### src/hdl/conv_pkg.sv
package conv_pkg;

  // array geometry
  localparam int num_rows = 3;             // kernel height, one pe per row
  localparam int num_taps = 3;             // kernel width, window length per pe

  // data widths
  localparam int pixel_w  = 8;             // unsigned image sample
  localparam int weight_w = 8;             // signed filter tap
  localparam int psum_w   = 20;            // nine 17-bit products fit here
  localparam int prod_w   = pixel_w + weight_w + 1; // zero-extended pixel times tap

  // index of a filter row on the weight write port
  localparam int row_sel_w = 2;

  typedef logic [pixel_w-1:0] pixel_t;     // one pixel, unsigned

  typedef logic signed [weight_w-1:0] weight_t; // one tap, two's complement

  // one filter row, tap 0 in the low byte
  typedef logic [num_taps*weight_w-1:0] row_weights_t;

  typedef logic signed [psum_w-1:0] psum_t; // partial sum or final result

  typedef logic [row_sel_w-1:0] row_sel_t; // filter row select

  // collector frame tracking
  typedef enum logic [1:0] {
    idle,                                  // no frame seen yet
    filling,                               // first columns of a frame, windows not full
    streaming                              // every column yields a result
  } collect_state_t;

endpackage
### src/hdl/conv_row_array.sv
`timescale 1ns/1ps

module conv_row_array (
  input  logic                   clk,
  input  logic                   rst_n,
  // filter load
  input  logic                   weight_we,    // one-cycle write strobe
  input  conv_pkg::row_sel_t     weight_row,   // target filter row
  input  conv_pkg::row_weights_t weight_data,  // three taps of that row
  // pixel columns
  input  logic                   pixel_valid,  // one column per strobe
  input  logic [conv_pkg::num_rows*conv_pkg::pixel_w-1:0] pixel_col, // row 0 low
  input  logic                   frame_start,  // with the first column
  // results, 5 cycles after the column
  output logic                   out_valid,
  output conv_pkg::psum_t        out_data
);

  logic [conv_pkg::num_rows-1:0] pe_en;                          // skewed enables
  conv_pkg::pixel_t              pe_pixel   [conv_pkg::num_rows]; // skewed pixels
  conv_pkg::row_weights_t        pe_weights [conv_pkg::num_rows]; // filter rows
  logic                          col_valid;                      // aligned with last pe
  logic                          col_first;

  // psum chain, entry k feeds pe k, last entry feeds the collector
  conv_pkg::psum_t psum_chain [conv_pkg::num_rows+1];

  assign psum_chain[0] = '0;                    // top of the chain starts at zero

  window_skewer u_skewer (
    .clk         (clk),
    .rst_n       (rst_n),
    .weight_we   (weight_we),
    .weight_row  (weight_row),
    .weight_data (weight_data),
    .pixel_valid (pixel_valid),
    .pixel_col   (pixel_col),
    .frame_start (frame_start),
    .pe_en       (pe_en),
    .pe_pixel    (pe_pixel),
    .pe_weights  (pe_weights),
    .col_valid   (col_valid),
    .col_first   (col_first)
  );

  // one pe per filter row, one cycle each
  for (genvar k = 0; k < conv_pkg::num_rows; k++) begin : g_pe
    conv_pe u_pe (
      .clk      (clk),
      .rst_n    (rst_n),
      .en       (pe_en[k]),
      .pixel    (pe_pixel[k]),
      .weights  (pe_weights[k]),
      .psum_in  (psum_chain[k]),
      .psum_out (psum_chain[k+1])           // into the next row's pe
    );
  end

  psum_collector u_collector (
    .clk       (clk),
    .rst_n     (rst_n),
    .col_valid (col_valid),
    .col_first (col_first),
    .psum_in   (psum_chain[conv_pkg::num_rows]), // full 3x3 sum
    .out_valid (out_valid),
    .out_data  (out_data)
  );

endmodule

### src/hdl/psum_collector.sv
`timescale 1ns/1ps

module psum_collector (
  input  logic            clk,
  input  logic            rst_n,
  input  logic            col_valid,  // last pe has a new sum this cycle
  input  logic            col_first,  // that sum belongs to a frame's first column
  input  conv_pkg::psum_t psum_in,    // full 3x3 sum from the last pe
  output logic            out_valid,  // one-cycle result strobe
  output conv_pkg::psum_t out_data    // result, held until the next strobe
);

  conv_pkg::collect_state_t state_q;  // frame tracking
  conv_pkg::collect_state_t state_d;

  logic [1:0] col_cnt_q;              // index of the last column seen in filling
  logic [1:0] col_cnt_d;
  logic       emit;                   // this column produces a result

  // next state
  // a frame's first num_taps-1 columns only prime the windows
  always_comb begin
    state_d   = state_q;
    col_cnt_d = col_cnt_q;
    emit      = 1'b0;
    if (col_valid) begin
      if (col_first) begin
        state_d   = conv_pkg::filling; // restart from any state
        col_cnt_d = '0;                // this is column 0
      end else begin
        case (state_q)
          conv_pkg::idle: begin
            state_d = conv_pkg::idle;  // stray column before any frame
          end
          conv_pkg::filling: begin
            if (col_cnt_q == 2'(conv_pkg::num_taps - 2)) begin
              state_d = conv_pkg::streaming; // window now full of this frame
              emit    = 1'b1;                // column num_taps-1 is the first result
            end else begin
              col_cnt_d = col_cnt_q + 2'd1;
            end
          end
          conv_pkg::streaming: begin
            emit = 1'b1;               // every further column
          end
          default: begin
            state_d = conv_pkg::idle;  // unused encoding
          end
        endcase
      end
    end
  end

  // state and strobe
  always_ff @(posedge clk) begin
    if (!rst_n) begin
      state_q   <= conv_pkg::idle;
      col_cnt_q <= '0;
      out_valid <= 1'b0;
    end else begin
      state_q   <= state_d;
      col_cnt_q <= col_cnt_d;
      out_valid <= emit;             // pulse, no back-pressure
    end
  end

  // result register, loaded only with real results
  always_ff @(posedge clk) begin
    if (emit) begin
      out_data <= psum_in;
    end
  end

endmodule

### src/hdl/conv_pe.sv
`timescale 1ns/1ps

module conv_pe (
  input  logic                   clk,
  input  logic                   rst_n,
  input  logic                   en,       // new pixel for this row
  input  conv_pkg::pixel_t       pixel,    // newest pixel of the row
  input  conv_pkg::row_weights_t weights,  // filter row, tap 0 low
  input  conv_pkg::psum_t        psum_in,  // partial sum from the pe above
  output conv_pkg::psum_t        psum_out  // registered partial sum to the pe below
);

  // pixel history, entry 0 is the previous pixel
  conv_pkg::pixel_t hist_q [conv_pkg::num_taps-1];

  // window as seen on the current edge, tap i pairs with win[i]
  conv_pkg::pixel_t win [conv_pkg::num_taps];

  logic signed [conv_pkg::prod_w-1:0] prod [conv_pkg::num_taps]; // tap products
  conv_pkg::psum_t                    psum_d;                    // adder output

  // window assembly
  assign win[0] = pixel;                  // tap 0 takes the new pixel
  for (genvar i = 1; i < conv_pkg::num_taps; i++) begin : g_win
    assign win[i] = hist_q[i-1];          // older pixels for higher taps
  end

  // multipliers
  for (genvar i = 0; i < conv_pkg::num_taps; i++) begin : g_mul
    conv_pkg::weight_t tap;               // signed view of this tap

    assign tap = conv_pkg::weight_t'(weights[i*conv_pkg::weight_w +: conv_pkg::weight_w]);

    // pixel is zero-extended so the multiply stays signed
    assign prod[i] = $signed({1'b0, win[i]}) * tap;
  end

  // partial sum adder, products sign-extend to psum width
  always_comb begin
    psum_d = psum_in;
    for (int i = 0; i < conv_pkg::num_taps; i++) begin
      psum_d = psum_d + conv_pkg::psum_t'(prod[i]);
    end
  end

  // window shift, advances only on en
  always_ff @(posedge clk) begin
    if (!rst_n) begin
      for (int i = 0; i < conv_pkg::num_taps-1; i++) begin
        hist_q[i] <= '0;                  // empty window
      end
    end else if (en) begin
      hist_q[0] <= pixel;                 // newest becomes previous
      for (int i = 1; i < conv_pkg::num_taps-1; i++) begin
        hist_q[i] <= hist_q[i-1];         // older ones move back
      end
    end
  end

  // output register, held between strobes
  always_ff @(posedge clk) begin
    if (!rst_n) begin
      psum_out <= '0;
    end else if (en) begin
      psum_out <= psum_d;                 // same edge as the window shift
    end
  end

endmodule

### src/hdl/window_skewer.sv
`timescale 1ns/1ps

module window_skewer (
  input  logic                                       clk,
  input  logic                                       rst_n,
  // filter load port
  input  logic                                       weight_we,   // one-cycle write strobe
  input  conv_pkg::row_sel_t                         weight_row,  // which filter row
  input  conv_pkg::row_weights_t                     weight_data, // three taps, tap 0 low
  // pixel column port
  input  logic                                       pixel_valid, // one-cycle column strobe
  input  logic [conv_pkg::num_rows*conv_pkg::pixel_w-1:0] pixel_col, // row 0 in low byte
  input  logic                                       frame_start, // first column of a frame
  // per-row pe feeds
  output logic [conv_pkg::num_rows-1:0]              pe_en,       // row k delayed k+1
  output conv_pkg::pixel_t                           pe_pixel   [conv_pkg::num_rows],
  output conv_pkg::row_weights_t                     pe_weights [conv_pkg::num_rows],
  // flags for the collector, aligned with the last pe output
  output logic                                       col_valid,
  output logic                                       col_first
);

  conv_pkg::row_weights_t wgt_q [conv_pkg::num_rows]; // filter row registers

  logic [conv_pkg::num_rows:0] vld_sr;    // column valid delay, num_rows+1 stages
  logic [conv_pkg::num_rows:0] first_sr;  // frame start delay, same depth

  // filter rows, written one at a time
  always_ff @(posedge clk) begin
    if (!rst_n) begin
      for (int r = 0; r < conv_pkg::num_rows; r++) begin
        wgt_q[r] <= '0;                   // zero taps until loaded
      end
    end else if (weight_we && (int'(weight_row) < conv_pkg::num_rows)) begin
      wgt_q[weight_row] <= weight_data;   // out of range rows dropped
    end
  end

  // triangular delay line
  // row k sees its pixel k+1 cycles late, so each psum arrives
  // at pe k exactly when that pe gets its own pixel of the same column
  for (genvar k = 0; k < conv_pkg::num_rows; k++) begin : g_row
    logic [k:0]       en_sr;              // enable stages for this row
    conv_pkg::pixel_t pix_sr [k+1];       // pixel stages

    always_ff @(posedge clk) begin
      if (!rst_n) begin
        en_sr <= '0;                      // no pe fires after reset
      end else begin
        en_sr[0] <= pixel_valid;          // stage 0 from the input strobe
        for (int s = 1; s <= k; s++) begin
          en_sr[s] <= en_sr[s-1];         // ripple down the row
        end
      end
    end

    always_ff @(posedge clk) begin
      pix_sr[0] <= pixel_col[k*conv_pkg::pixel_w +: conv_pkg::pixel_w]; // this row's byte
      for (int s = 1; s <= k; s++) begin
        pix_sr[s] <= pix_sr[s-1];         // follows the enable stage by stage
      end
    end

    assign pe_en[k]      = en_sr[k];      // last stage drives the pe
    assign pe_pixel[k]   = pix_sr[k];
    assign pe_weights[k] = wgt_q[k];      // filter row k goes to pe k
  end

  // flag delay line
  // one stage per pe plus the skewer stage itself
  always_ff @(posedge clk) begin
    if (!rst_n) begin
      vld_sr   <= '0;
      first_sr <= '0;
    end else begin
      vld_sr   <= {vld_sr[conv_pkg::num_rows-1:0], pixel_valid};
      first_sr <= {first_sr[conv_pkg::num_rows-1:0], pixel_valid & frame_start}; // qualified
    end
  end

  assign col_valid = vld_sr[conv_pkg::num_rows];   // same cycle as last pe's new sum
  assign col_first = first_sr[conv_pkg::num_rows];

endmodule

### config.mk
export PLATFORM = sky130hd
export DESIGN_NAME = conv_row_array
export DESIGN_NICKNAME = d
export VERILOG_FILES = /design/src/hdl/conv_pkg.sv /design/src/hdl/conv_row_array.sv /design/src/hdl/psum_collector.sv /design/src/hdl/conv_pe.sv /design/src/hdl/window_skewer.sv
export SDC_FILE = /design/constraint.sdc
export NUM_CORES = 2
export LEC_CHECK = 0
export ABC_AREA = 1
export BUFFER_PORTS_ARGS = -buffer_cell sky130_fd_sc_hd__buf_2
export CELL_PAD_IN_SITES_DETAIL_PLACEMENT = 2
export CELL_PAD_IN_SITES_GLOBAL_PLACEMENT = 2
export CORE_MARGIN = 5
export CORE_UTILIZATION = 41
export CTS_CLUSTER_DIAMETER = 50
export DETAILED_ROUTE_END_ITERATION = 8
export GPL_TIMING_DRIVEN = 0
export HOLD_SLACK_MARGIN = 0.08
export PLACE_DENSITY_LB_ADDON = 0.1
export SYNTH_ARGS = -nofsm -noshare
export SYNTH_HDL_FRONTEND = slang
export SYNTH_SLANG_ARGS = --single-unit
### constraint.sdc
create_clock -name clk -period 7.3 [get_ports clk]
set_input_delay 1.095 -clock clk [delete_from_list [all_inputs] [get_ports clk]]
set_output_delay 1.095 -clock clk [all_outputs]
set_load 0.01 [all_outputs]
# After elaboration in Yosys (flattened, before gate mapping)
# Memories as Yosys holds them, arrays and structs flattened.
# Cells that the tools add are included.
dict set report classes {
  n_eq_ne 6
  order_cmp 1
  addsub 9
  n_reduce_logical 5
  n_mul 9
  mux 32
  n_bitwise 7
}
# operator count
set ops {}
lappend ops {{$mul 9x8->17} 9}
lappend ops {{$add 20x17->20} 6}
lappend ops {{$mux 8} 6}
lappend ops {{$mux 24} 1}
lappend ops {{$reduce_or 24->1} 1}
lappend ops {{$add 18x17->19} 1}
lappend ops {{$add 17x17->18} 1}
lappend ops {{$mux 1} 17}
lappend ops {{$mux 2} 6}
lappend ops {{$or 1x1->1} 6}
lappend ops {{$reduce_and 3->1} 2}
lappend ops {{$eq 2x1->1 const B} 2}
lappend ops {{$ne 2x2->1 const B} 2}
lappend ops {{$pmux 2 s2} 1}
lappend ops {{$ne 3x2->1 const B} 1}
lappend ops {{$add 2x1->2 const B} 1}
lappend ops {{$eq 2x2->1 const B} 1}
lappend ops {{$lt 2x2->1 const B} 1}
lappend ops {{$pmux 1 s2} 1}
lappend ops {{$reduce_bool 2->1} 1}
lappend ops {{$and 1x1->1} 1}
lappend ops {{$logic_and 1x1->1} 1}
dict set report totals {
  reg_bits 99
  ram_bits 168
  output_inout_bits 21
  memories 7
  in_bits 55
  elab_cells 88
}
# name depth word_bits rd rd_ports_with_merged_regs write_ports line
set memory_table {}
lappend memory_table {u_skewer.wgt_q 3 24 3 0 3 window_skewer.sv:23} ;# conv_pkg::row_weights_t wgt_q [conv_pkg::num_rows];
lappend memory_table {{u_skewer.g_row[2].pix_sr} 3 8 3 0 3 window_skewer.sv:44} ;# conv_pkg::pixel_t pix_sr [k+1];
lappend memory_table {{g_pe[0].u_pe.hist_q} 2 8 2 0 2 conv_pe.sv:14} ;# conv_pkg::pixel_t hist_q [conv_pkg::num_taps-1];
lappend memory_table {{g_pe[1].u_pe.hist_q} 2 8 2 0 2 conv_pe.sv:14}
lappend memory_table {{g_pe[2].u_pe.hist_q} 2 8 2 0 2 conv_pe.sv:14}
lappend memory_table {{u_skewer.g_row[1].pix_sr} 2 8 2 0 2 window_skewer.sv:44}
lappend memory_table {{+1 memories} n/a n/a n/a n/a n/a n/a}

# Longest topological paths before layout
dict set report depth {
  depth_word 7
  depth_mapped 27
  ltp_nobuf 26
}

# Modules after synthesis
# Synthesis repeated with hierarchy kept, for this count alone.
dict set report hier_totals {
  cells_unflattened 3997
  area_unflattened_um2 33651.0
}
# module instances cells_each seq_area_each_um2 area_each_um2
set by_module_without_submodules {}
lappend by_module_without_submodules {{conv_pe at g_pe[0].u_pe} 1 1219 880.8 9591.7}
lappend by_module_without_submodules {{conv_pe at g_pe[1].u_pe} 1 1215 880.8 9572.9}
lappend by_module_without_submodules {{conv_pe at g_pe[2].u_pe} 1 1217 880.8 9572.9}
lappend by_module_without_submodules {window_skewer 1 280 3283.1 4010.1}
lappend by_module_without_submodules {psum_collector 1 65 700.7 899.6}
lappend by_module_without_submodules {conv_row_array 1 1 0.0 3.8}

# Worst setup path before layout
# OpenSTA, ideal clock, no wires.
dict set report synth_path {
  path_type {reg2reg}
  start {memory g_pe[1].u_pe.hist_q[0][15] in the netlist's numbering}
  end {register g_pe[1].u_pe.psum_out[19]}
  period_less_slack_ps 5412
  path_stages_with_launch 25
  arrival_ps 5299
  setup_slack_ps 1888
  path_buffers 1
  t_required_ps 7187
  path_cell_list {edfxtp_1 > clkbuf_1 > nand2_1 > fa_1 > inv_1 > fa_1 > inv_1 > fa_1 > fa_1 > inv_1 > fa_1 > fa_1 > inv_1 > fa_1 > inv_1 > ha_1 > nand2_2 > nor2_2 > nand3_1 > nand3_2 > nand2_1 > nand2_1 > nand2_1 > nand3_1 > nand2_1}
}
# element line
set synth_rtl {}
lappend synth_rtl {{start: declaration} conv_pe.sv:14}
lappend synth_rtl {{end signal: assignment} conv_pe.sv:65} ;# psum_out <= psum_d;
lappend synth_rtl {{end: declaration} conv_pe.sv:10} ;# output conv_pkg::psum_t psum_out

# Worst setup path after layout
dict set report layout_path {
  start {memory u_skewer.g_row[0].pix_sr[0][2] in the netlist's numbering}
  end {register g_pe[0].u_pe.psum_out[16]}
}
dict set report layout_between {
  elab_chain_len 4
}
# element line
set layout_lines {}
lappend layout_lines {{start: declaration} window_skewer.sv:44}
lappend layout_lines {{$mem_v2 1x8} n/a}
lappend layout_lines {{$mul 9x8->17} conv_pe.sv:35} ;# assign prod[i] = $signed({1'b0, win[i]}) * tap;
lappend layout_lines {{$add 17x17->18} conv_pe.sv:42} ;# psum_d = psum_d + conv_pkg::psum_t'(prod[i]);
lappend layout_lines {{$add 18x17->19} conv_pe.sv:42}
lappend layout_lines {{end signal: assignment} conv_pe.sv:65}
lappend layout_lines {{end: declaration} conv_pe.sv:10}
# No other way between the ends.
# A chain may end at the register's enable or synchronous reset.

==> metrics.md <==
| Metric | Value |
|---|---|
| Status | `finished, final reports clean` |
| CTS tree | `done` |
| Top cells by count, synth | `inv_1, nand2_1, fa_1, ha_1, nor2_1` |
| Die Area | `85500 µm²` |
| # rows | `103` |
| Primary FF master, synth | `edfxtp_1` |
| Die width | `292 µm` |
| Register area share after synthesis | `20.2%` |
| Cell with the most instances after synthesis | `inv_1` |
| CP arrival | `7140 ps` |
| Slew margin rel. | `10.2%` |
| Inserted Clock Buffers | `50` |
| # IOs | `76` |
| Routed WL | `107000 µm` |
| Setup TNS | `0 ps` |
| Max-cap viol count | `0` |
| DRC Markers | `0` |
| Critical path endpoint | `g_pe[0].u_pe.psum_out[16]` |
| Worst hold path class | `reg -> reg` |
| Netlist Area Pre-Place | `32700 µm²` |
| Setup violations, final | `0` |
| Filler cell count | `8968` |
| H-tree level count | `2` |
| EDFF count, synth | `140` |
| Worst-path maximum fanout | `9` |
| Initial detailed-routing violation count | `880` |
| WHS | `322 ps` |
| Final design utilization | `45.7%` |
| CP endpoint kind | `flop` |
| Remaining Overflow, GRT | `0` |
| Initial antenna violation count | `5` |
| CTS sink count | `260` |
| DR vias | `24600` |
| Largest area contributor in the netlist | `fa_1` |
| I/O Buffers | `75` |
| Avg Vias per Cell | `4.84` |
| Fmax | `0.150 GHz` |
| Skew-Pair Late Insertion Delay | `610 ps` |
| Share of cells above drive strength 1 | `5.57%` |
| Design area | `36100 µm²` |
| Hold_sp | `u_skewer.g_row[2].pix_sr[0][14]` |
| Worst R2R End | `g_pe[0].u_pe.psum_out[16]` |
| Crit start category | `flop` |
| All-Layer GR Usage | `25.4%` |
| DRT antenna net count | `0` |
| CTS resizes | `0` |
| Yosys cell types | `41` |
| Synth warn | `0` |
| RePlAce Congestion | `0.856` |
| Tcrit/Tclk final | `91.2%` |
| Period minus WS final | `6660 ps` |
| Worst r2r src | `u_skewer.g_row[0].pix_sr[0][2]` |
| Net count, final | `4957` |
| Routed len/inst | `21.0 µm` |
| First-pass GRT wire length | `166000 µm` |
| Detail Placement HPWL | `88800 µm` |
| Post-synth top area share | `32.7%` |
| Synthesis-stage register bit count | `260` |
| Worst R2R Path Depth | `24` |
| Largest net degree at the start of global routing | `25` |
| Slew Viols, Final | `0` |
| Cells after Synth | `3874` |
| CTS Buffer Depth | `3` |
| Detailed Routing Iterations Pass 1 | `5` |
| Core box area | `79000 µm²` |
| Area after DPL | `34400 µm²` |
| Setup Buffers After CTS | `0` |
| Clock root buffer | `clkbuf_16` |
| Top cells by area, synth | `fa_1, inv_1, ha_1` |
| FF-to-FF setup slack | `640 ps` |
| RSZ-0062 raised after global routing | `no` |
| Ant. Diodes | `0` |
| Actual slew at the worst max-slew pin | `1340 ps` |
| Cts hold-fix bufs | `0` |
| Clk pin slew, worst setup/hold paths | `60 ps` |
| Worst setup path startpoint | `u_skewer.g_row[0].pix_sr[0][2]` |
| Syn Area/Cell | `8.44 µm²` |
| Final hold vios | `0` |
| Die Height | `292 µm` |
| Initial core utilization | `41.4%` |
| Mapped Nets | `4829` |
| Async SR Flop Fraction | `0%` |
| Vias in the first global route | `28600` |
| Worst Skew | `21.9 ps` |
| Syn-to-layout area delta | `10.4%` |
| Critical Path RT | `7780 ps` |
| Crit Path Class | `reg -> reg` |
-- cell families after synthesis --
family                     Yosys count  share of synthesized area [%]
buffers and inverters             1401                           16.3
and+or+nand+nor                   1169                           14.3
adders and majority gates          900                           46.7
DFF                                260                           20.2
AOI/OAI and AO/OA                  137                           2.29
xor gates and xnor gates             7                          0.188
-- metrics by stage --
| stage | setup WS [ps] | instances |
|---|---|---|
| after global routing | 277 | 5093 |
| after detailed placement | 633 | 5000 |
| after global placement | 833 | 4999 |
| after floorplan | 1890 | 3874 |
| after CTS | 594 | 5093 |
| final | 641 | 5093 |
-- layout by cell type (no fill, tap or decap), types with 51 or more instances in the layout --
cell type / n
a21oi_1: 61
buf_2: 82
clkbuf_1: 142
clkbuf_16: 51
dfxtp_1: 120
edfxtp_1: 140
fa_1: 534
ha_1: 366
inv_1: 1239
nand2_1: 810
nand3_1: 54
nor2_1: 244
-- metal layers --
layer | track usage (%) | routed length, µm
met5 | 0 | 25
met4 | 8.97 | 4490
met3 | 3.88 | 4400
met2 | 47.0 | 56000
met1 | 30.1 | 42200
-- final cells by class --
cell class	count	area [µm²]	share of cell area (%)
Multi-Input combinational cell	2213	20800	57.5
Sequential cell	260	6610	18.3
Inverter	1246	4680	13.0
Clock buffer	57	1330	3.68
Tap cell	1050	1310	3.64
Buffer	155	647	1.79
Timing Repair Buffer	76	390	1.08
Clock inverter	36	372	1.03
-- critical path, cell delays in order (launching register included) --
cell and delay, ps:
dfxtp_1 310, clkbuf_1 770, nand2_1 230, fa_1 610, inv_1 60, fa_1 470, inv_1 50, fa_1 530
inv_1 50, fa_1 500, fa_1 550, inv_1 50, fa_1 470, inv_1 50, fa_1 480, ha_1 400
nand3_1 100, nand2_1 210, nand3_1 100, nand2_1 150, nand2_1 110, nand2_1 80, nand2_1 50, nand3_1 90
nand2_1 60
-- worst min path at each step --
stage,endpoint,cells past startpoint
floorplan,u_skewer.g_row[1].pix_sr[0][10],0
global placement,u_skewer.g_row[2].pix_sr[0][11],0
detailed placement,u_skewer.g_row[1].pix_sr[0][8],0
CTS,u_skewer.g_row[2].pix_sr[0][22],0
global route,u_skewer.g_row[2].pix_sr[0][22],0
finish,u_skewer.g_row[2].pix_sr[0][22],0
-- state kept, by name, indices dropped and copies added, names as in the netlist, 4 cells and up --
| name | cells |
|---|---|
| u_skewer.wgt_q | 72 |
| g_pe.u_pe.hist_q | 48 |
| u_skewer.first_sr | 4 |
| u_collector.out_data | 20 |
| u_skewer.g_row.pix_sr | 48 |
| g_pe.u_pe.psum_out | 59 |
Power is not shown: default switching activity piles up to over one toggle a cycle in this logic, so the estimate is an artifact.
